[src/getir_pkg.sv]
`default_nettype none

package getir_pkg;

localparam int PS_BIT     = 32;
localparam int BUYRUK_BIT = 32;
localparam int OPCODE_BIT = 7;
localparam int YER_BIT    = 4;

// Byte address of an instruction
typedef logic [PS_BIT-1:0]     ps_t;
typedef logic [BUYRUK_BIT-1:0] buyruk_t;
typedef logic [OPCODE_BIT-1:0] opcode_t;

// Free queue slot count seen by the first fetch stage
typedef logic [YER_BIT-1:0]    yer_t;

localparam opcode_t OPCODE_JAL  = 7'b1101111;
localparam ps_t     BUYRUK_ADIM = 32'd4;

// Largest count that fits in yer_t
localparam int YER_MAX = (1 << YER_BIT) - 1;

// Sign-extended J-type immediate
function automatic ps_t jal_hedef_ofset(input buyruk_t buyruk);
    ps_t ofset;
    ofset = {
        {11{buyruk[31]}},
        buyruk[31],
        buyruk[19:12],
        buyruk[20],
        buyruk[30:21],
        1'b0
    };
    return ofset;
endfunction

// Opcode field of an instruction word
function automatic opcode_t opcode_al(input buyruk_t buyruk);
    return buyruk[OPCODE_BIT-1:0];
endfunction

endpackage

`default_nettype wire

[src/getir1.sv]
`timescale 1ns/10ps
`default_nettype none

module getir1 #(
    parameter getir_pkg::ps_t BASLANGIC_PS = 32'h0000_1000
) (
    input  wire logic            clk_i,
    input  wire logic            arst_n_i,

    // Redirect from the selector
    input  wire logic            yonlendir_i,
    input  wire getir_pkg::ps_t  yonlendir_ps_i,

    // Slots still free in the second stage
    input  wire getir_pkg::yer_t bos_yer_i,

    // Instruction cache request
    output getir_pkg::ps_t       buyruk_istek_adres_o,
    output logic                 buyruk_istek_gecerli_o,
    input  wire logic            buyruk_istek_hazir_i,

    // To getir2
    output logic                 istek_kabul_o,
    output getir_pkg::ps_t       istek_ps_o
);

getir_pkg::ps_t ps_r;
logic           calisiyor_r;

// A redirect withdraws the pending request for the old path
assign buyruk_istek_gecerli_o = calisiyor_r && !yonlendir_i && (bos_yer_i != '0);
assign buyruk_istek_adres_o   = ps_r;

assign istek_kabul_o = buyruk_istek_gecerli_o && buyruk_istek_hazir_i;
assign istek_ps_o    = ps_r;

always_ff @(posedge clk_i or negedge arst_n_i) begin
    if (!arst_n_i) begin
        ps_r        <= BASLANGIC_PS;
        calisiyor_r <= 1'b0;
    end else begin
        calisiyor_r <= 1'b1;
        if (yonlendir_i) begin
            ps_r <= yonlendir_ps_i;
        end else if (istek_kabul_o) begin
            ps_r <= ps_r + getir_pkg::BUYRUK_ADIM;
        end
    end
end

// Pending request holds until taken or withdrawn by a redirect
a_istek_kararli: assert property (
    @(posedge clk_i) disable iff (!arst_n_i)
    (buyruk_istek_gecerli_o && !buyruk_istek_hazir_i)
    |=> yonlendir_i || (buyruk_istek_gecerli_o && $stable(buyruk_istek_adres_o))
) else $error("request address changed under back-pressure");

endmodule

`default_nettype wire

[src/getir2.sv]
`timescale 1ns/10ps
`default_nettype none

module getir2 #(
    parameter int KUYRUK_DERINLIK = 4
) (
    input  wire logic               clk_i,
    input  wire logic               arst_n_i,

    // Accepted requests from getir1
    input  wire logic               istek_kabul_i,
    input  wire getir_pkg::ps_t     istek_ps_i,

    // Instruction cache response
    input  wire getir_pkg::buyruk_t buyruk_yanit_veri_i,
    input  wire logic               buyruk_yanit_gecerli_i,
    output logic                    buyruk_yanit_hazir_o,

    input  wire logic               yonlendir_i,
    input  wire logic               bosalt_i,
    output getir_pkg::yer_t         bos_yer_o,

    // Static JAL prediction
    output getir_pkg::ps_t          tahmin_ps_o,
    output logic                    tahmin_gecerli_o,

    // Decode side
    output getir_pkg::buyruk_t      coz_buyruk_o,
    output getir_pkg::ps_t          coz_ps_o,
    output logic                    coz_atladi_o,
    output logic                    coz_gecerli_o,
    input  wire logic               coz_hazir_i
);

localparam int IW     = $clog2(KUYRUK_DERINLIK);
localparam int SW     = IW + 1;
// Room for several back-to-back flushes
localparam int ATIL_W = SW + 4;

// In-flight request addresses, oldest first
getir_pkg::ps_t     ucus_ps [KUYRUK_DERINLIK];
logic [IW-1:0]      ucus_yaz_r;
logic [IW-1:0]      ucus_oku_r;
logic [SW-1:0]      ucus_sayac_r;
logic [ATIL_W-1:0]  atilacak_r;
logic               tahmin_bekliyor_r;

// Response queue towards decode
getir_pkg::buyruk_t kuyruk_buyruk [KUYRUK_DERINLIK];
getir_pkg::ps_t     kuyruk_ps [KUYRUK_DERINLIK];
logic               kuyruk_atladi [KUYRUK_DERINLIK];
logic [IW-1:0]      kuyruk_yaz_r;
logic [IW-1:0]      kuyruk_oku_r;
logic [SW-1:0]      kuyruk_sayac_r;

logic               yanit_al;
logic               eski_yanit;
logic               ucus_it;
logic               ucus_cek;
logic               jal_mi;
logic               kuyruk_yaz;
logic               kuyruk_oku;
logic [SW-1:0]      serbest;
getir_pkg::ps_t     yanit_ps;

// Slot reservation keeps this high in normal operation
assign buyruk_yanit_hazir_o = (atilacak_r != '0) || tahmin_bekliyor_r
                            || (kuyruk_sayac_r != SW'(KUYRUK_DERINLIK));

assign yanit_al   = buyruk_yanit_gecerli_i && buyruk_yanit_hazir_o;
// Stale responses from before a flush come first
assign eski_yanit = yanit_al && (atilacak_r != '0);
assign ucus_cek   = yanit_al && (atilacak_r == '0);
assign ucus_it    = istek_kabul_i && !yonlendir_i;
assign yanit_ps   = ucus_ps[ucus_oku_r];

assign jal_mi     = getir_pkg::opcode_al(buyruk_yanit_veri_i) == getir_pkg::OPCODE_JAL;
assign kuyruk_yaz = ucus_cek && !tahmin_bekliyor_r && !yonlendir_i;
assign kuyruk_oku = coz_gecerli_o && coz_hazir_i;

assign tahmin_gecerli_o = kuyruk_yaz && jal_mi;
assign tahmin_ps_o      = yanit_ps + getir_pkg::jal_hedef_ofset(buyruk_yanit_veri_i);

assign serbest   = SW'(KUYRUK_DERINLIK) - kuyruk_sayac_r - ucus_sayac_r;
assign bos_yer_o = (serbest > getir_pkg::YER_MAX) ? getir_pkg::yer_t'(getir_pkg::YER_MAX)
                                                  : getir_pkg::yer_t'(serbest);

// A flush withdraws whatever the queue still holds
assign coz_gecerli_o = (kuyruk_sayac_r != '0) && !bosalt_i;
assign coz_buyruk_o  = kuyruk_buyruk[kuyruk_oku_r];
assign coz_ps_o      = kuyruk_ps[kuyruk_oku_r];
assign coz_atladi_o  = kuyruk_atladi[kuyruk_oku_r];

always_ff @(posedge clk_i or negedge arst_n_i) begin
    if (!arst_n_i) begin
        ucus_yaz_r        <= '0;
        ucus_oku_r        <= '0;
        ucus_sayac_r      <= '0;
        atilacak_r        <= '0;
        tahmin_bekliyor_r <= 1'b0;
    end else begin
        if (yonlendir_i) begin
            // Everything still in flight turns into responses to drop
            ucus_oku_r        <= ucus_yaz_r;
            ucus_sayac_r      <= '0;
            atilacak_r        <= atilacak_r - ATIL_W'(eski_yanit)
                               + ATIL_W'(ucus_sayac_r - SW'(ucus_cek));
            tahmin_bekliyor_r <= 1'b0;
        end else begin
            if (ucus_it) begin
                ucus_yaz_r <= ucus_yaz_r + 1'b1;
            end
            if (ucus_cek) begin
                ucus_oku_r <= ucus_oku_r + 1'b1;
            end
            ucus_sayac_r <= ucus_sayac_r + SW'(ucus_it) - SW'(ucus_cek);
            atilacak_r   <= atilacak_r - ATIL_W'(eski_yanit);
            if (tahmin_gecerli_o) begin
                tahmin_bekliyor_r <= 1'b1;
            end
        end
    end
end

always_ff @(posedge clk_i or negedge arst_n_i) begin
    if (!arst_n_i) begin
        kuyruk_yaz_r   <= '0;
        kuyruk_oku_r   <= '0;
        kuyruk_sayac_r <= '0;
    end else if (bosalt_i) begin
        kuyruk_yaz_r   <= '0;
        kuyruk_oku_r   <= '0;
        kuyruk_sayac_r <= '0;
    end else begin
        if (kuyruk_yaz) begin
            kuyruk_yaz_r <= kuyruk_yaz_r + 1'b1;
        end
        if (kuyruk_oku) begin
            kuyruk_oku_r <= kuyruk_oku_r + 1'b1;
        end
        kuyruk_sayac_r <= kuyruk_sayac_r + SW'(kuyruk_yaz) - SW'(kuyruk_oku);
    end
end

always_ff @(posedge clk_i) begin
    if (ucus_it) begin
        ucus_ps[ucus_yaz_r] <= istek_ps_i;
    end
    if (kuyruk_yaz) begin
        kuyruk_buyruk[kuyruk_yaz_r] <= buyruk_yanit_veri_i;
        kuyruk_ps[kuyruk_yaz_r]     <= yanit_ps;
        kuyruk_atladi[kuyruk_yaz_r] <= jal_mi;
    end
end

// Holds only if getir1 respects bos_yer
a_kuyruk_tasmaz: assert property (
    @(posedge clk_i) disable iff (!arst_n_i)
    (int'(kuyruk_sayac_r) + int'(ucus_sayac_r)) <= KUYRUK_DERINLIK
) else $error("response queue overflow");

endmodule

`default_nettype wire

[src/ps_secici.sv]
`timescale 1ns/10ps
`default_nettype none

module ps_secici (
    input  wire logic           clk_i,
    input  wire logic           arst_n_i,

    input  wire getir_pkg::ps_t tuzak_ps_i,
    input  wire logic           tuzak_gecerli_i,
    input  wire getir_pkg::ps_t yurut_ps_i,
    input  wire logic           yurut_hatali_i,
    input  wire getir_pkg::ps_t tahmin_ps_i,
    input  wire logic           tahmin_gecerli_i,

    output logic                yonlendir_o,
    output getir_pkg::ps_t      yonlendir_ps_o,
    output logic                bosalt_o
);

typedef enum logic [1:0] {
    KAYNAK_YOK,
    KAYNAK_TUZAK,
    KAYNAK_YURUT,
    KAYNAK_TAHMIN
} kaynak_t;

kaynak_t        kaynak_r;
kaynak_t        kaynak_sec;
getir_pkg::ps_t ps_r;
getir_pkg::ps_t ps_sec;

// Trap beats misprediction, both cancel a same-cycle prediction
always_comb begin
    kaynak_sec = KAYNAK_YOK;
    ps_sec     = ps_r;
    if (tuzak_gecerli_i) begin
        kaynak_sec = KAYNAK_TUZAK;
        ps_sec     = tuzak_ps_i;
    end else if (yurut_hatali_i) begin
        kaynak_sec = KAYNAK_YURUT;
        ps_sec     = yurut_ps_i;
    end else if (tahmin_gecerli_i) begin
        kaynak_sec = KAYNAK_TAHMIN;
        ps_sec     = tahmin_ps_i;
    end
end

always_ff @(posedge clk_i or negedge arst_n_i) begin
    if (!arst_n_i) begin
        kaynak_r <= KAYNAK_YOK;
    end else begin
        kaynak_r <= kaynak_sec;
    end
end

always_ff @(posedge clk_i) begin
    ps_r <= ps_sec;
end

assign yonlendir_o    = kaynak_r != KAYNAK_YOK;
assign yonlendir_ps_o = ps_r;
// Only external sources empty the response queue
assign bosalt_o       = (kaynak_r == KAYNAK_TUZAK) || (kaynak_r == KAYNAK_YURUT);

endmodule

`default_nettype wire

[src/getir_birimi.sv]
`timescale 1ns/10ps
`default_nettype none

module getir_birimi #(
    parameter getir_pkg::ps_t BASLANGIC_PS    = 32'h0000_1000,
    parameter int             KUYRUK_DERINLIK = 4
) (
    input  wire logic               clk_i,
    input  wire logic               arst_n_i,

    // Instruction cache
    output getir_pkg::ps_t          buyruk_istek_adres_o,
    output logic                    buyruk_istek_gecerli_o,
    input  wire logic               buyruk_istek_hazir_i,
    input  wire getir_pkg::buyruk_t buyruk_yanit_veri_i,
    input  wire logic               buyruk_yanit_gecerli_i,
    output logic                    buyruk_yanit_hazir_o,

    // Decode
    output getir_pkg::buyruk_t      coz_buyruk_o,
    output getir_pkg::ps_t          coz_ps_o,
    output logic                    coz_atladi_o,
    output logic                    coz_gecerli_o,
    input  wire logic               coz_hazir_i,

    // External redirects
    input  wire getir_pkg::ps_t     tuzak_ps_i,
    input  wire logic               tuzak_gecerli_i,
    input  wire getir_pkg::ps_t     yurut_ps_i,
    input  wire logic               yurut_hatali_i
);

wire logic            istek_kabul;
wire getir_pkg::ps_t  istek_ps;
wire getir_pkg::yer_t bos_yer;
wire getir_pkg::ps_t  tahmin_ps;
wire logic            tahmin_gecerli;
wire logic            yonlendir;
wire getir_pkg::ps_t  yonlendir_ps;
wire logic            bosalt;

getir1 #(
    .BASLANGIC_PS               ( BASLANGIC_PS )
) i_getir1 (
    .clk_i                      ( clk_i ),
    .arst_n_i                   ( arst_n_i ),
    .yonlendir_i                ( yonlendir ),
    .yonlendir_ps_i             ( yonlendir_ps ),
    .bos_yer_i                  ( bos_yer ),
    .buyruk_istek_adres_o       ( buyruk_istek_adres_o ),
    .buyruk_istek_gecerli_o     ( buyruk_istek_gecerli_o ),
    .buyruk_istek_hazir_i       ( buyruk_istek_hazir_i ),
    .istek_kabul_o              ( istek_kabul ),
    .istek_ps_o                 ( istek_ps )
);

getir2 #(
    .KUYRUK_DERINLIK            ( KUYRUK_DERINLIK )
) i_getir2 (
    .clk_i                      ( clk_i ),
    .arst_n_i                   ( arst_n_i ),
    .istek_kabul_i              ( istek_kabul ),
    .istek_ps_i                 ( istek_ps ),
    .buyruk_yanit_veri_i        ( buyruk_yanit_veri_i ),
    .buyruk_yanit_gecerli_i     ( buyruk_yanit_gecerli_i ),
    .buyruk_yanit_hazir_o       ( buyruk_yanit_hazir_o ),
    .yonlendir_i                ( yonlendir ),
    .bosalt_i                   ( bosalt ),
    .bos_yer_o                  ( bos_yer ),
    .tahmin_ps_o                ( tahmin_ps ),
    .tahmin_gecerli_o           ( tahmin_gecerli ),
    .coz_buyruk_o               ( coz_buyruk_o ),
    .coz_ps_o                   ( coz_ps_o ),
    .coz_atladi_o               ( coz_atladi_o ),
    .coz_gecerli_o              ( coz_gecerli_o ),
    .coz_hazir_i                ( coz_hazir_i )
);

ps_secici i_ps_secici (
    .clk_i                      ( clk_i ),
    .arst_n_i                   ( arst_n_i ),
    .tuzak_ps_i                 ( tuzak_ps_i ),
    .tuzak_gecerli_i            ( tuzak_gecerli_i ),
    .yurut_ps_i                 ( yurut_ps_i ),
    .yurut_hatali_i             ( yurut_hatali_i ),
    .tahmin_ps_i                ( tahmin_ps ),
    .tahmin_gecerli_i           ( tahmin_gecerli ),
    .yonlendir_o                ( yonlendir ),
    .yonlendir_ps_o             ( yonlendir_ps ),
    .bosalt_o                   ( bosalt )
);

endmodule

`default_nettype wire

[config.mk]
export PLATFORM = sky130hd
export DESIGN_NAME = getir_birimi
export DESIGN_NICKNAME = d
export VERILOG_FILES = /design/src/getir_pkg.sv /design/src/getir1.sv /design/src/getir2.sv /design/src/ps_secici.sv /design/src/getir_birimi.sv
export SDC_FILE = /design/constraint.sdc
export NUM_CORES = 1
export LEC_CHECK = 0
export BUFFER_PORTS_ARGS = -buffer_cell sky130_fd_sc_hd__buf_4
export CAP_MARGIN = 10
export CORE_UTILIZATION = 50
export DETAILED_ROUTE_END_ITERATION = 8
export GPL_ROUTABILITY_DRIVEN = 0
export GPL_TIMING_DRIVEN = 0
export HOLD_SLACK_MARGIN = 0.05
export MAX_ROUTING_LAYER = met4
export PLACE_DENSITY = 0.78
export SYNTH_ARGS = -nofsm -noshare
export SYNTH_HDL_FRONTEND = slang
export SYNTH_SLANG_ARGS = --single-unit
[constraint.sdc]
create_clock -name clk_i -period 4.4 [get_ports clk_i]
set_input_delay 0 -clock clk_i [delete_from_list [all_inputs] [get_ports clk_i]]
set_output_delay 0 -clock clk_i [all_outputs]
set_load 0.05 [all_outputs]
==> flow_summary.rst, run 1 <==
.. list-table::
   :header-rows: 1

   * - Metric
     - Value
   * - Worst voltage drop across the vdd grid
     - 0.272 mV
   * - Grt total ovfl
     - 0
   * - Initial antenna violation count
     - 0
   * - Layout Cell Area excl Fill
     - 0.0256 mm²
   * - Type of destination of the critical path
     - flip-flop
   * - Worst-case clock buffer depth
     - 3
   * - Count of nets after finishing
     - 1,792
   * - Maxcap violations
     - 0
   * - Final setup violation count
     - 0
   * - Starting Density
     - between 50% and 60%
   * - Worst skew pair latency
     - about 560 ps
   * - Result of the run
     - complete, no violations
   * - Number of nets produced by synthesis
     - between 1,000 and 1,500
   * - Relative contribution of combinational cells to total power
     - 32.7%
   * - Least-Margin Pin Slew
     - 975 ps
   * - Flops & latches, synth
     - 477
   * - Ports
     - between 200 and 250
   * - Cts bufs inserted
     - 48
   * - Synthesized cell area
     - 0.0207 mm²
   * - Worst hold path type
     - input pin to async pin
   * - Post-synthesis sequential area ratio
     - 67.8%
   * - Std cell rows
     - 74
   * - P_leak
     - 9.29 nW
   * - Cell with the largest stage delay on the worst path
     - sky130_fd_sc_hd__mux4_2
   * - Type of the worst setup path
     - flip-flop to flip-flop
   * - Ratio of cells with drive above 1 in the final layout
     - between 20% and 30%
   * - Met2 Use GR
     - between 40% and 50%
   * - Vias in the first global route
     - 13,300
   * - DP Wirelength
     - between 30,000 and 40,000 µm
   * - Upper clock frequency limit
     - 0.232 GHz
   * - Cells taking the most area after synthesis
     - sky130_fd_sc_hd__edfxtp_1 (61%), sky130_fd_sc_hd__mux4_2 (11%), sky130_fd_sc_hd__dfrtp_1 (6.8%)
   * - Routed length per placed instance
     - 24.4 µm
   * - DR DRC count
     - 0
   * - Critical path cell sequence
     - clkbuf_1 -> clkbuf_2 -> mux4_2 -> ha_1 -> a21oi_1 -> o21ai_0 -> or2_1 -> o21ai_1 -> nand4_1 -> a41oi_1 -> xor2_1 -> a221oi_1
   * - Total routing resource utilization after global routing
     - 26.6%
   * - Origin of the worst setup path
     - i_getir2.ucus_oku_r[1]$_DFFE_PN0P_
   * - Switching part of the total power
     - around a third
   * - CTS clk-pin slew, worst paths
     - 60 ps
   * - Part of the total power dissipated in sequential elements
     - between 40% and 50%
   * - Via density per instance
     - 6.02
   * - Largest fanout of any net on the critical path
     - 10
   * - Remaining max-slew budget at the tightest pin
     - 35.0%
   * - Synthesized-area fraction occupied by ao, oa, aoi and oai cells
     - 7.27%
   * - FF-to-FF Start
     - i_getir2.ucus_oku_r[1]$_DFFE_PN0P_
   * - Number of unique standard cell types used by synthesis
     - 70
   * - Vertical die dimension
     - between 200 and 250 µm
   * - Total routed wirelength
     - 53,700 µm
   * - Unrepaired setup endpoints after global routing
     - yes
   * - Yosys warning count
     - 0
   * - Post-CTS Setup Bufs
     - 0
   * - Number of cells in the finished layout apart from fillers
     - 2,197
   * - Share of total power in the clock network
     - about 27%
   * - Final Max Tran Viols
     - 0
   * - Critical path launch point type
     - flip-flop
   * - Most area-hungry cell type in the Yosys netlist
     - sky130_fd_sc_hd__edfxtp_1
   * - First-pass GRT wire length
     - approximately 80,000 µm
   * - TritonCTS clock tree
     - yes
   * - Grt met1 use
     - 34.3%
   * - H-tree depth
     - 2
   * - Power per cell area
     - 565 mW/mm²
   * - 1st-pass router iterations
     - 5
   * - Commonest cells in the synthesized netlist
     - sky130_fd_sc_hd__edfxtp_1 (420), sky130_fd_sc_hd__mux4_2 (97), sky130_fd_sc_hd__nand2_1 (84), sky130_fd_sc_hd__a21oi_1 (71), sky130_fd_sc_hd__ha_1 (59)
   * - Dominant cell by count in the synthesized netlist
     - sky130_fd_sc_hd__edfxtp_1
   * - Final Core Density
     - 62.8%
   * - Fraction of registers with async set/reset
     - 11.9%
   * - Root buf cell
     - sky130_fd_sc_hd__clkbuf_16
   * - Share of Yosys cell area claimed by the top area cell type
     - 60.9%
   * - Adder and majority cell fraction of the synthesized area
     - 3.95%
   * - Portion of netlist area occupied by mux cells
     - 11.0%
   * - X dimension of the die
     - ~210 µm
   * - Tcrit/Tclk final
     - 97.9%
   * - Slack of the worst reg-to-reg path
     - 90 ps
   * - Maximum number of pins on one net before global-route repair
     - 58
   * - Parity-gate share of the synthesized area counting xor and xnor cells
     - 2.20%
   * - Placed Cells incl. Taps
     - ~2,000
   * - Area of the die
     - 0.0422 mm²
   * - Maximum clock skew at final layout
     - about 7.9 ps
   * - Top Usage Layer GRT
     - met2
   * - Post-synthesis share of cell area spent on and, or, nand and nor gates
     - around 5.9%
   * - Arrival time reported for the critical path endpoint
     - 4630 ps
   * - Worst R2R Path Depth
     - 12
   * - End of the worst register-to-register path
     - i_ps_secici.yonlendir_ps_o[30]$_DFFE_PP_
   * - Clock sinks
     - ~480
   * - Fin crit period
     - around 4300 ps
   * - Buffers added on ports
     - between 200 and 250
   * - Via Count
     - 13,200
   * - Total placed instance area
     - about 0.023 mm²
   * - Initial detailed-routing violation count
     - 1,493
   * - Placeable core region
     - 0.0408 mm²
   * - Met3 demand-to-capacity share in global routing
     - about 5.3%
   * - Switching power summed over all nets
     - 0.00494 W
   * - Hold Fails Final Rpt
     - 0
   * - Number of enable-type register cells in the synthesized netlist
     - 420
   * - Area growth from synthesis to layout
     - 23.9%
   * - Data required, critical path
     - roughly 4700 ps
   * - Most used flip-flop cell after synthesis
     - sky130_fd_sc_hd__edfxtp_1
   * - Cells after synthesis
     - 1,268
   * - Cell internal power dissipation
     - 0.00954 W
   * - Dominant combinational cell family by area after synthesis
     - multiplexers
   * - Fill cell instance count of the final layout
     - approximately 2,800
   * - Post-route antenna net violation count
     - 0
   * - Avg Cell Area, Syn
     - 16.3 µm²
   * - Slowest stage delay, CP
     - between 400 and 500 ps
[per-stage QoR]
step / TNS, ps / hold WS (ps) / power (W) / setup WS [ps]
after floorplan: 0 / -296 / 0.00898 / 859
after global placement: -140950 / 136 / 0.0103 / -554
after detailed placement: -545 / 133 / 0.0104 / -158
after CTS: 0 / 81.7 / 0.0144 / 46.2
after global routing: -18.4 / 122 / 0.0150 / -18.4
final: 0 / 67.5 / 0.0145 / 94.6
[registers in the layout, indices dropped and copies added (netlist names)]
| register | cells |
|---|---|
| i_getir1.buyruk_istek_adres_o | 32 |
| i_getir1.calisiyor_r | 1 |
| i_getir2.atilacak_r | 7 |
| i_getir2.kuyruk_atladi | 4 |
| i_getir2.kuyruk_buyruk | 128 |
| i_getir2.kuyruk_oku_r | 2 |
| i_getir2.kuyruk_ps | 128 |
| i_getir2.kuyruk_sayac_r | 3 |
| i_getir2.kuyruk_yaz_r | 2 |
| i_getir2.tahmin_bekliyor_r | 1 |
| i_getir2.ucus_oku_r | 2 |
| i_getir2.ucus_ps | 128 |
| i_getir2.ucus_sayac_r | 3 |
| i_getir2.ucus_yaz_r | 2 |
| i_ps_secici.kaynak_r | 2 |
| i_ps_secici.yonlendir_ps_o | 32 |
[final cells by class]
type	instances	area [µm²]	area share (%)
tap	532	666	2.60
buffer	52	245	0.956
multi-input combinational	696	6300	24.6
clock buffer	56	1260	4.92
timing repair buffer	309	2720	10.6
sequential	477	14000	54.7
inverter	42	158	0.615
antenna	3	7.51	0.0293
clock inverter	30	249	0.971
[power by group through the flow]
stage	Sequential, W	Combinational [W]	Clock (W)
after floorplan	0.00603	0.00295	0
after global placement	0.00584	0.00445	0
after detailed placement	0.00587	0.00453	0
after CTS	0.00578	0.00468	0.00398
after global routing	0.00584	0.00506	0.00414
final	0.00580	0.00474	0.00394
[cells in the final DEF, fill, tap and decap left out, types with 5 or more instances in the layout]
master,count
sky130_fd_sc_hd__xor2_1,25
sky130_fd_sc_hd__nor2b_1,10
sky130_fd_sc_hd__o21a_1,14
sky130_fd_sc_hd__clkbuf_16,49
sky130_fd_sc_hd__o21ai_0,36
sky130_fd_sc_hd__nand2_1,84
sky130_fd_sc_hd__xnor2_1,27
sky130_fd_sc_hd__buf_4,206
sky130_fd_sc_hd__mux2_2,5
sky130_fd_sc_hd__nand2b_1,7
sky130_fd_sc_hd__clkbuf_1,38
sky130_fd_sc_hd__and2_1,8
sky130_fd_sc_hd__nand4_1,11
sky130_fd_sc_hd__edfxtp_1,420
sky130_fd_sc_hd__and3_1,10
sky130_fd_sc_hd__o21bai_1,9
sky130_fd_sc_hd__mux4_2,97
sky130_fd_sc_hd__o22ai_1,8
sky130_fd_sc_hd__a31oi_1,16
sky130_fd_sc_hd__nand3_1,14
sky130_fd_sc_hd__o311ai_1,5
sky130_fd_sc_hd__nor3b_1,6
sky130_fd_sc_hd__ha_1,59
sky130_fd_sc_hd__buf_16,7
sky130_fd_sc_hd__a21oi_1,70
sky130_fd_sc_hd__clkinv_1,13
sky130_fd_sc_hd__o211ai_1,9
sky130_fd_sc_hd__o311ai_0,6
sky130_fd_sc_hd__nor2_1,46
sky130_fd_sc_hd__inv_1,39
sky130_fd_sc_hd__a21o_1,16
sky130_fd_sc_hd__dfrtp_1,55
sky130_fd_sc_hd__buf_2,6
sky130_fd_sc_hd__a221o_1,5
sky130_fd_sc_hd__clkinv_2,10
sky130_fd_sc_hd__o21ai_1,18
sky130_fd_sc_hd__dlygate4sd3_1,100
sky130_fd_sc_hd__nor3_1,9
[worst max-delay path by stage]
stage	slack, ps	endpoint
6_report	90	i_ps_secici.yonlendir_ps_o[30]$_DFFE_PP_
2_1_floorplan	860	i_getir2.kuyruk_atladi[1]$_DFFE_PP_
4_1_cts	50	i_ps_secici.yonlendir_ps_o[30]$_DFFE_PP_
3_5_place_dp	-160	i_ps_secici.yonlendir_ps_o[31]$_DFFE_PP_
5_1_grt	-20	i_ps_secici.yonlendir_ps_o[10]$_DFFE_PP_
3_3_place_gp	-550	i_getir2.kuyruk_buyruk[1][1]$_DFFE_PP_
[worst max-delay path: cells and delay by family, from the launching register on]
kind                     cells  cell delay [ps]
flip-flops                   1              320
AND/OR/NAND/NOR              2              510
multiplexers                 1              470
adder cells (fa/ha/maj)      1              400
buffers and inverters        2              730
AO/OA/AOI/OAI                5             1530
XOR/XNOR                     1              110
[repair_timing]
item	in CTS	in global routing
pin swaps	0	0
hold buffers	100	0
hold endpoints to repair	226	0
gates cloned	0	0
endpoints found under the setup margin	8	15
resized for setup	5	9
[cells by family (layout without fill, tap and decap cells)]
logic type / count (synthesis) / count (layout)
other: 1 / 4
and+or+nand+nor: 236 / 236
muxes: 106 / 106
adders and majority gates: 63 / 63
buffers and inverters: 95 / 489
DFF: 477 / 477
AOI/OAI and AO/OA: 238 / 238
xor gates and xnor gates: 52 / 52
[metal layers]
layer	part of all wire, %	routed length, µm	vias up
met1	38	20600	6627
met5	0	0	-
li1	-	-	5713
met2	48	25800	741
met3	9.3	5010	155
met4	4.0	2170	0
No activity file was read; power rests on OpenSTA's default activity.
==> inputs of run 2 (changes only) <==
BUFFER_PORTS_ARGS = -buffer_cell sky130_fd_sc_hd__buf_2   (was -buffer_cell sky130_fd_sc_hd__buf_4)
==> flow_summary.rst, run 2 (synthesized netlist as in run 1, its figures left out) <==
.. list-table::
   :header-rows: 1

   * - Metric
     - Value
   * - Result of the run
     - complete, no violations
   * - Via Count
     - ~13,000
   * - Hold Fails Final Rpt
     - 0
   * - Final setup violation count
     - 0
   * - Total placed instance area
     - about 0.023 mm²
   * - Largest registers
     - i_getir2.kuyruk_buyruk (128), i_getir2.kuyruk_ps (128), i_getir2.ucus_ps (128)
   * - Remaining max-slew budget at the tightest pin
     - 36.8%
   * - 1st-pass router iterations
     - 5
   * - End of the worst register-to-register path
     - i_ps_secici.yonlendir_ps_o[24]$_DFFE_PP_
   * - Cell with the largest stage delay on the worst path
     - sky130_fd_sc_hd__nor3_1
   * - Placeable core region
     - 0.0408 mm²
   * - Cell internal power dissipation
     - 0.00925 W
   * - Total routed wirelength
     - around 54,000 µm
   * - Maximum number of pins on one net before global-route repair
     - 46
   * - DP Wirelength
     - 35,700 µm
   * - Routed length per placed instance
     - 24.5 µm
   * - Worst voltage drop across the vdd grid
     - just under 0.3 mV
   * - Switching power summed over all nets
     - around 0.0049 W
   * - Most common library cell in the layout ignoring fill and taps
     - sky130_fd_sc_hd__edfxtp_1
   * - Upper clock frequency limit
     - 0.230 GHz
   * - Most frequent cells in the layout
     - sky130_fd_sc_hd__edfxtp_1 (420), sky130_fd_sc_hd__buf_2 (207), sky130_fd_sc_hd__mux4_2 (97), sky130_fd_sc_hd__dlygate4sd3_1 (97), sky130_fd_sc_hd__nand2_1 (83)
   * - First-pass GRT wire length
     - 79,400 µm
   * - Initial antenna violation count
     - 1
   * - Total routing resource utilization after global routing
     - a little over a quarter
   * - Met2 Use GR
     - a little over two fifths
   * - Power per cell area
     - 568 mW/mm²
   * - Worst hold path type
     - input pin to flip-flop
   * - Switching part of the total power
     - about a third
   * - X dimension of the die
     - approximately 210 µm
   * - Relative contribution of combinational cells to total power
     - 32.1%
   * - Arrival time reported for the critical path endpoint
     - 4630 ps
   * - Clock sinks
     - 477
   * - P_leak
     - between 9 and 10 nW
   * - Data required, critical path
     - approximately 4700 ps
   * - Starting Density
     - 50.7%
   * - Area of the die
     - 0.0422 mm²
   * - Tcrit/Tclk final
     - 98.8%
   * - Critical path launch point type
     - flip-flop
   * - Post-route antenna net violation count
     - 0
   * - Ports
     - 203
   * - Fin crit period
     - approximately 4300 ps
   * - Worst hold start
     - yurut_ps_i[21]
   * - Share of total power in the clock network
     - 27.0%
   * - Root buf cell
     - sky130_fd_sc_hd__clkbuf_16
   * - Worst-case clock buffer depth
     - 3
   * - Slack of the worst reg-to-reg path
     - between 50 and 60 ps
   * - CTS clk-pin slew, worst paths
     - 60 ps
   * - Total negative setup slack
     - 0 ps
   * - Ratio of cells with drive above 1 in the final layout
     - 25.3%
   * - Grt met1 use
     - approximately a third
   * - Buffers & Inverters on Critical Path
     - 2
   * - DR DRC count
     - 0
   * - Via density per instance
     - 5.98
   * - Vias in the first global route
     - around 13,000
   * - Slowest stage delay, CP
     - 490 ps
   * - Depth of the worst hold-timing path
     - 4
   * - Layout Cell Area excl Fill
     - 0.0250 mm²
   * - Dominant delay contributor by cell family on the critical path
     - compound AO/OA/AOI/OAI gates
   * - Grt total ovfl
     - 0
   * - Critical path cell sequence
     - clkbuf_1 -> clkbuf_2 -> mux4_2 -> ha_1 -> a21o_1 -> a21oi_1 -> a21oi_1 -> nor2_1 -> a31oi_1 -> a31oi_1 -> nor4b_1 -> nor3_1
   * - Area growth from synthesis to layout
     - 20.7%
   * - Initial detailed-routing violation count
     - between 1,500 and 2,000
   * - Std cell rows
     - 74
   * - Worst skew pair latency
     - 570 ps
   * - H-tree depth
     - 2
   * - Final Max Tran Viols
     - 0
   * - Vertical die dimension
     - 206 µm
   * - FF-to-FF Start
     - i_getir2.ucus_oku_r[1]$_DFFE_PN0P_
   * - Type of the worst setup path
     - flip-flop to flip-flop
   * - Buffers added on ports
     - 201
   * - Worst R2R Path Depth
     - 12
   * - Maxcap violations
     - 0
   * - Maximum clock skew at final layout
     - about 24 ps
   * - Least-Margin Pin Slew
     - 948 ps
   * - TritonCTS clock tree
     - yes
   * - Largest fanout of any net on the critical path
     - 10
   * - Count of nets after finishing
     - 1,786
   * - Unrepaired setup endpoints after global routing
     - no
   * - Type of destination of the critical path
     - flip-flop
   * - Top Usage Layer GRT
     - met2
   * - Part of the total power dissipated in sequential elements
     - 40.9%
   * - Cts bufs inserted
     - 47
   * - Capture endpoint of the worst hold path
     - i_ps_secici.yonlendir_ps_o[21]$_DFFE_PP_
   * - Met3 demand-to-capacity share in global routing
     - about 5.7%
run 2: cell count changes in the layout (fill, tap and decap cells not counted), sizes merged:
cell         delta
bufinv          -2
clkinvlp        +3
buf             -2
clkbuf          +5
clkinv          -6
dlygate4sd3     -3
run 2: power groups by stage:
| stage | registers, W | clock network [W] | logic (W) |
|---|---|---|---|
| after floorplan | 0.00603 | 0 | 0.00295 |
| after global placement | 0.00584 | 0 | 0.00429 |
| after detailed placement | 0.00586 | 0 | 0.00437 |
| after CTS | 0.00577 | 0.00387 | 0.00451 |
| after global routing | 0.00583 | 0.00404 | 0.00486 |
| final | 0.00580 | 0.00383 | 0.00456 |
run 2: layer usage:
metal,vias to the layer above,routed length [µm]
met5,-,0
li1,5698,-
met1,6537,20300
met2,712,26000
met3,155,4970
met4,0,2440
run 2: worst max-delay path by stage:
stage | from | end | slack (ps) | cells past startpoint
after floorplan | i_getir2.atilacak_r[3]$_DFF_PN0_ | i_getir2.kuyruk_atladi[1]$_DFFE_PP_ | 860 | 5
after global routing | i_getir2.ucus_oku_r[1]$_DFFE_PN0P_ | i_ps_secici.yonlendir_ps_o[25]$_DFFE_PP_ | 10 | 14
final | i_getir2.ucus_oku_r[1]$_DFFE_PN0P_ | i_ps_secici.yonlendir_ps_o[24]$_DFFE_PP_ | 50 | 12
after detailed placement | i_getir2.ucus_oku_r[1]$_DFFE_PN0P_ | i_ps_secici.yonlendir_ps_o[27]$_DFFE_PP_ | -150 | 14
after CTS | i_getir2.ucus_oku_r[0]$_DFFE_PN0P_ | i_ps_secici.yonlendir_ps_o[9]$_DFFE_PP_ | 7 | 15
after global placement | i_getir2.atilacak_r[2]$_DFF_PN0_ | i_getir2.kuyruk_ps[0][29]$_DFFE_PP_ | -600 | 5
run 2: what timing repair did:
action / CTS / global route
hold endpoints to repair: 223 / 0
setup buffers: 0 / 0
setup endpoints to repair: 9 / 12
hold buffers: 98 / 0
resized for setup: 5 / 7
run 2: worst register-to-register path: cells and delay by family (launching register included):
kind,cells,cell delay [ps]
AOI/OAI and AO/OA,5,1230
adders and majority gates,1,420
buffers and inverters,2,740
DFF,1,320
muxes,1,480
and+or+nand+nor,3,900
run 2: final cells by class:
cell class	instances	area (µm²)
Sequential cell	477	14000
Timing Repair Buffer	304	2120
Antenna cell	3	7.51
Tap cell	532	666
Inverter	42	158
Clock inverter	25	185
Fill cell	2857	15800
Multi-Input combinational cell	696	6300
Buffer	52	243
Clock buffer	61	1270
run 2: metrics by stage:
stage	cells	hold WS, ps	worst slack, ps	util [%]	total power [W]
2_1_floorplan	1268	-296	859	-	0.00898
3_5_place_dp	2006	62.1	-149	55.2	0.0102
5_1_grt	2190	56.1	10.1	61.2	0.0147
6_report	2192	113	54.4	61.2	0.0142
3_3_place_gp	2001	215	-597	54.8	0.0101
4_1_cts	2190	53.8	6.55	61.2	0.0142
==> inputs of run 3 (changes only) <==
CORE_UTILIZATION = 59   (was 50)
PLACE_DENSITY = 0.89   (was 0.78)
==> flow_summary.rst, run 3 (synthesized netlist as in run 1, its figures left out) <==
.. list-table::
   :header-rows: 1

   * - Metric
     - Value
   * - Final setup violation count
     - 0
   * - Total routed wirelength
     - 61,500 µm
   * - Via density per instance
     - 6.78
   * - Tcrit/Tclk final
     - 99.3%
   * - Most common library cell in the layout ignoring fill and taps
     - sky130_fd_sc_hd__edfxtp_1
   * - Hold Fails Final Rpt
     - 0
   * - Area of the die
     - 0.0359 mm²
   * - Worst skew pair latency
     - 570 ps
   * - Routed length per placed instance
     - 29.0 µm
   * - Power per cell area
     - slightly below 600 mW/mm²
   * - Final Core Density
     - 72.7%
   * - Worst hold path type
     - input pin to flip-flop
   * - H-tree depth
     - 2
   * - Root buf cell
     - sky130_fd_sc_hd__clkbuf_16
   * - Maxcap violations
     - 0
   * - Vias in the first global route
     - around 15,000
   * - Final Max Tran Viols
     - 0
   * - Maximum number of pins on one net before global-route repair
     - 61
   * - P_leak
     - around 9 nW
   * - Antenna fix cells
     - 0
   * - X dimension of the die
     - 189 µm
   * - Ports
     - 203
   * - Remaining max-slew budget at the tightest pin
     - between 30% and 40%
   * - Result of the run
     - complete, no violations
   * - Total negative setup slack
     - 0 ps
   * - 1st-pass router iterations
     - 8
   * - Worst-case clock buffer depth
     - 3
   * - Footprint of the flip-flops and latches
     - 0.0140 mm²
   * - Cts bufs inserted
     - 46
   * - Count of nets after finishing
     - 1,793
   * - Arrival time reported for the critical path endpoint
     - around 4700 ps
   * - Data required, critical path
     - 4700 ps
   * - First-pass GRT wire length
     - between 90,000 and 100,000 µm
   * - Largest fanout of any net on the critical path
     - 10
   * - Upper clock frequency limit
     - around 0.23 GHz
   * - Vertical die dimension
     - about 190 µm
   * - Post-route antenna net violation count
     - 0
   * - Maximum clock skew at final layout
     - between 30 and 40 ps
   * - TritonCTS clock tree
     - yes
   * - DP Wirelength
     - 36,000 µm
   * - CTS clk-pin slew, worst paths
     - 60 ps
   * - Starting Density
     - between 50% and 60%
   * - Worst voltage drop across the vdd grid
     - 0.297 mV
   * - Worst hold-check slack
     - roughly 210 ps
   * - Least-Margin Pin Slew
     - approximately 1000 ps
   * - Largest registers
     - i_getir2.kuyruk_buyruk (128), i_getir2.kuyruk_ps (128), i_getir2.ucus_ps (128)
   * - Initial antenna violation count
     - 0
   * - Via Count
     - between 10,000 and 15,000
   * - Critical path launch point type
     - flip-flop
   * - Unrepaired setup endpoints after global routing
     - no
   * - Area growth from synthesis to layout
     - 21.3%
   * - Grt total ovfl
     - 0
   * - Most frequent cells in the layout
     - sky130_fd_sc_hd__edfxtp_1 (420), sky130_fd_sc_hd__buf_2 (207), sky130_fd_sc_hd__dlygate4sd3_1 (103), sky130_fd_sc_hd__mux4_2 (97), sky130_fd_sc_hd__nand2_1 (84)
   * - Initial detailed-routing violation count
     - 2,068
   * - Std cell rows
     - 68
   * - DR DRC count
     - 0
   * - Ratio of cells with drive above 1 in the final layout
     - between 20% and 30%
   * - Clock sinks
     - 477
   * - Type of destination of the critical path
     - flip-flop
   * - Fin crit period
     - 4370 ps
   * - Fill cell instance count of the final layout
     - 1,905
   * - Area of the multi-input gates
     - 0.00631 mm²
   * - Type of the worst setup path
     - flip-flop to flip-flop
   * - Placeable core region
     - 0.0345 mm²
   * - Design Power
     - 0.0148 W
   * - Total routing resource utilization after global routing
     - a little over a third
   * - Buffers added on ports
     - roughly 200
run 3: cell count changes in the layout (fill, tap and decap cells not counted), moves of 3 or more:
cell                            delta
sky130_fd_sc_hd__clkbuf_1          -4
sky130_fd_sc_hd__clkinv_2          +4
sky130_fd_sc_hd__diode_2           -3
sky130_fd_sc_hd__clkbuf_8          +3
sky130_fd_sc_hd__dlygate4sd3_1     +6
sky130_fd_sc_hd__bufinv_16         +5
sky130_fd_sc_hd__buf_6             +3
sky130_fd_sc_hd__clkinv_1          -5
run 3: area by class of cell:
type,count,area share [%]
clock inverters,26,1.24
flip-flops and latches,477,55.9
repair buffers,313,8.88
well taps,455,2.27
inverters,42,0.628
clock buffers,59,4.98
plain buffers,51,1.02
multi-input cells,696,25.1
run 3: critical path, stage by stage (launching register included):
cell and delay, ps:
sky130_fd_sc_hd__dfrtp_2 460, sky130_fd_sc_hd__buf_6 230, sky130_fd_sc_hd__mux4_2 620, sky130_fd_sc_hd__ha_1 410, sky130_fd_sc_hd__a21o_1 210, sky130_fd_sc_hd__a21oi_1 290, sky130_fd_sc_hd__a21oi_2 180, sky130_fd_sc_hd__o21ai_1 490
sky130_fd_sc_hd__nand4_1 250, sky130_fd_sc_hd__a41oi_1 330, sky130_fd_sc_hd__xor2_1 120, sky130_fd_sc_hd__a221oi_1 470
run 3: path summary, 6_finish.rpt:
kind                                                          start                                             to  slack, ps  depth (start not counted)
max                              i_getir2.ucus_oku_r[0]$_DFFE_PN0P_       i_ps_secici.yonlendir_ps_o[30]$_DFFE_PP_         30                         11
min                                          buyruk_yanit_veri_i[8]         i_getir2.kuyruk_buyruk[1][8]$_DFFE_PP_        210                          2
max reg2reg                      i_getir2.ucus_oku_r[0]$_DFFE_PN0P_       i_ps_secici.yonlendir_ps_o[30]$_DFFE_PP_         30                         11
min reg2reg                i_ps_secici.yonlendir_ps_o[27]$_DFFE_PP_  i_getir1.buyruk_istek_adres_o[27]$_DFFE_PN0P_        470                          1
max in group asynchronous                                  arst_n_i           i_getir2.kuyruk_oku_r[1]$_DFFE_PN0P_       3590                          4
min in group asynchronous                                  arst_n_i  i_getir1.buyruk_istek_adres_o[12]$_DFFE_PN1P_        560                          3
run 3: layer usage:
layer  vias up  global-route usage [%]  share of wire [%]
li1       5712                       -                  -
met1      6922                    42.8                 33
met2      1372                    56.4                 47
met3       365                    9.12                 13
met4         0                    20.4                6.8
met5         -                       -                  0
run 3: stage by stage:
stage	setup slack, ps	cells	instance area [µm²]
after detailed placement	-368	1930	22500
after floorplan	859	1268	20700
after CTS	6.54	2118	25100
after global routing	3.95	2119	25100
final	30.1	2119	25100
after global placement	-512	1924	22300
run 3: where the power goes:
part / internal, W / switching (W) / total (W)
clock: 0.00243 / 0.00172 / 0.00415
combinational: 0.00166 / 0.00318 / 0.00484
sequential: 0.00547 / 0.000354 / 0.00583
total: 0.00956 / 0.00526 / 0.0148
run 3: timing repair:
action                                  in CTS  in global routing
resized for setup                            7                 13
buffers inserted                             0                  2
endpoints found under the hold margin      225                  0
cloned                                       0                  0
hold buffers                               104                  0
pin swaps                                    0                  0
endpoints found under the setup margin       9                 18
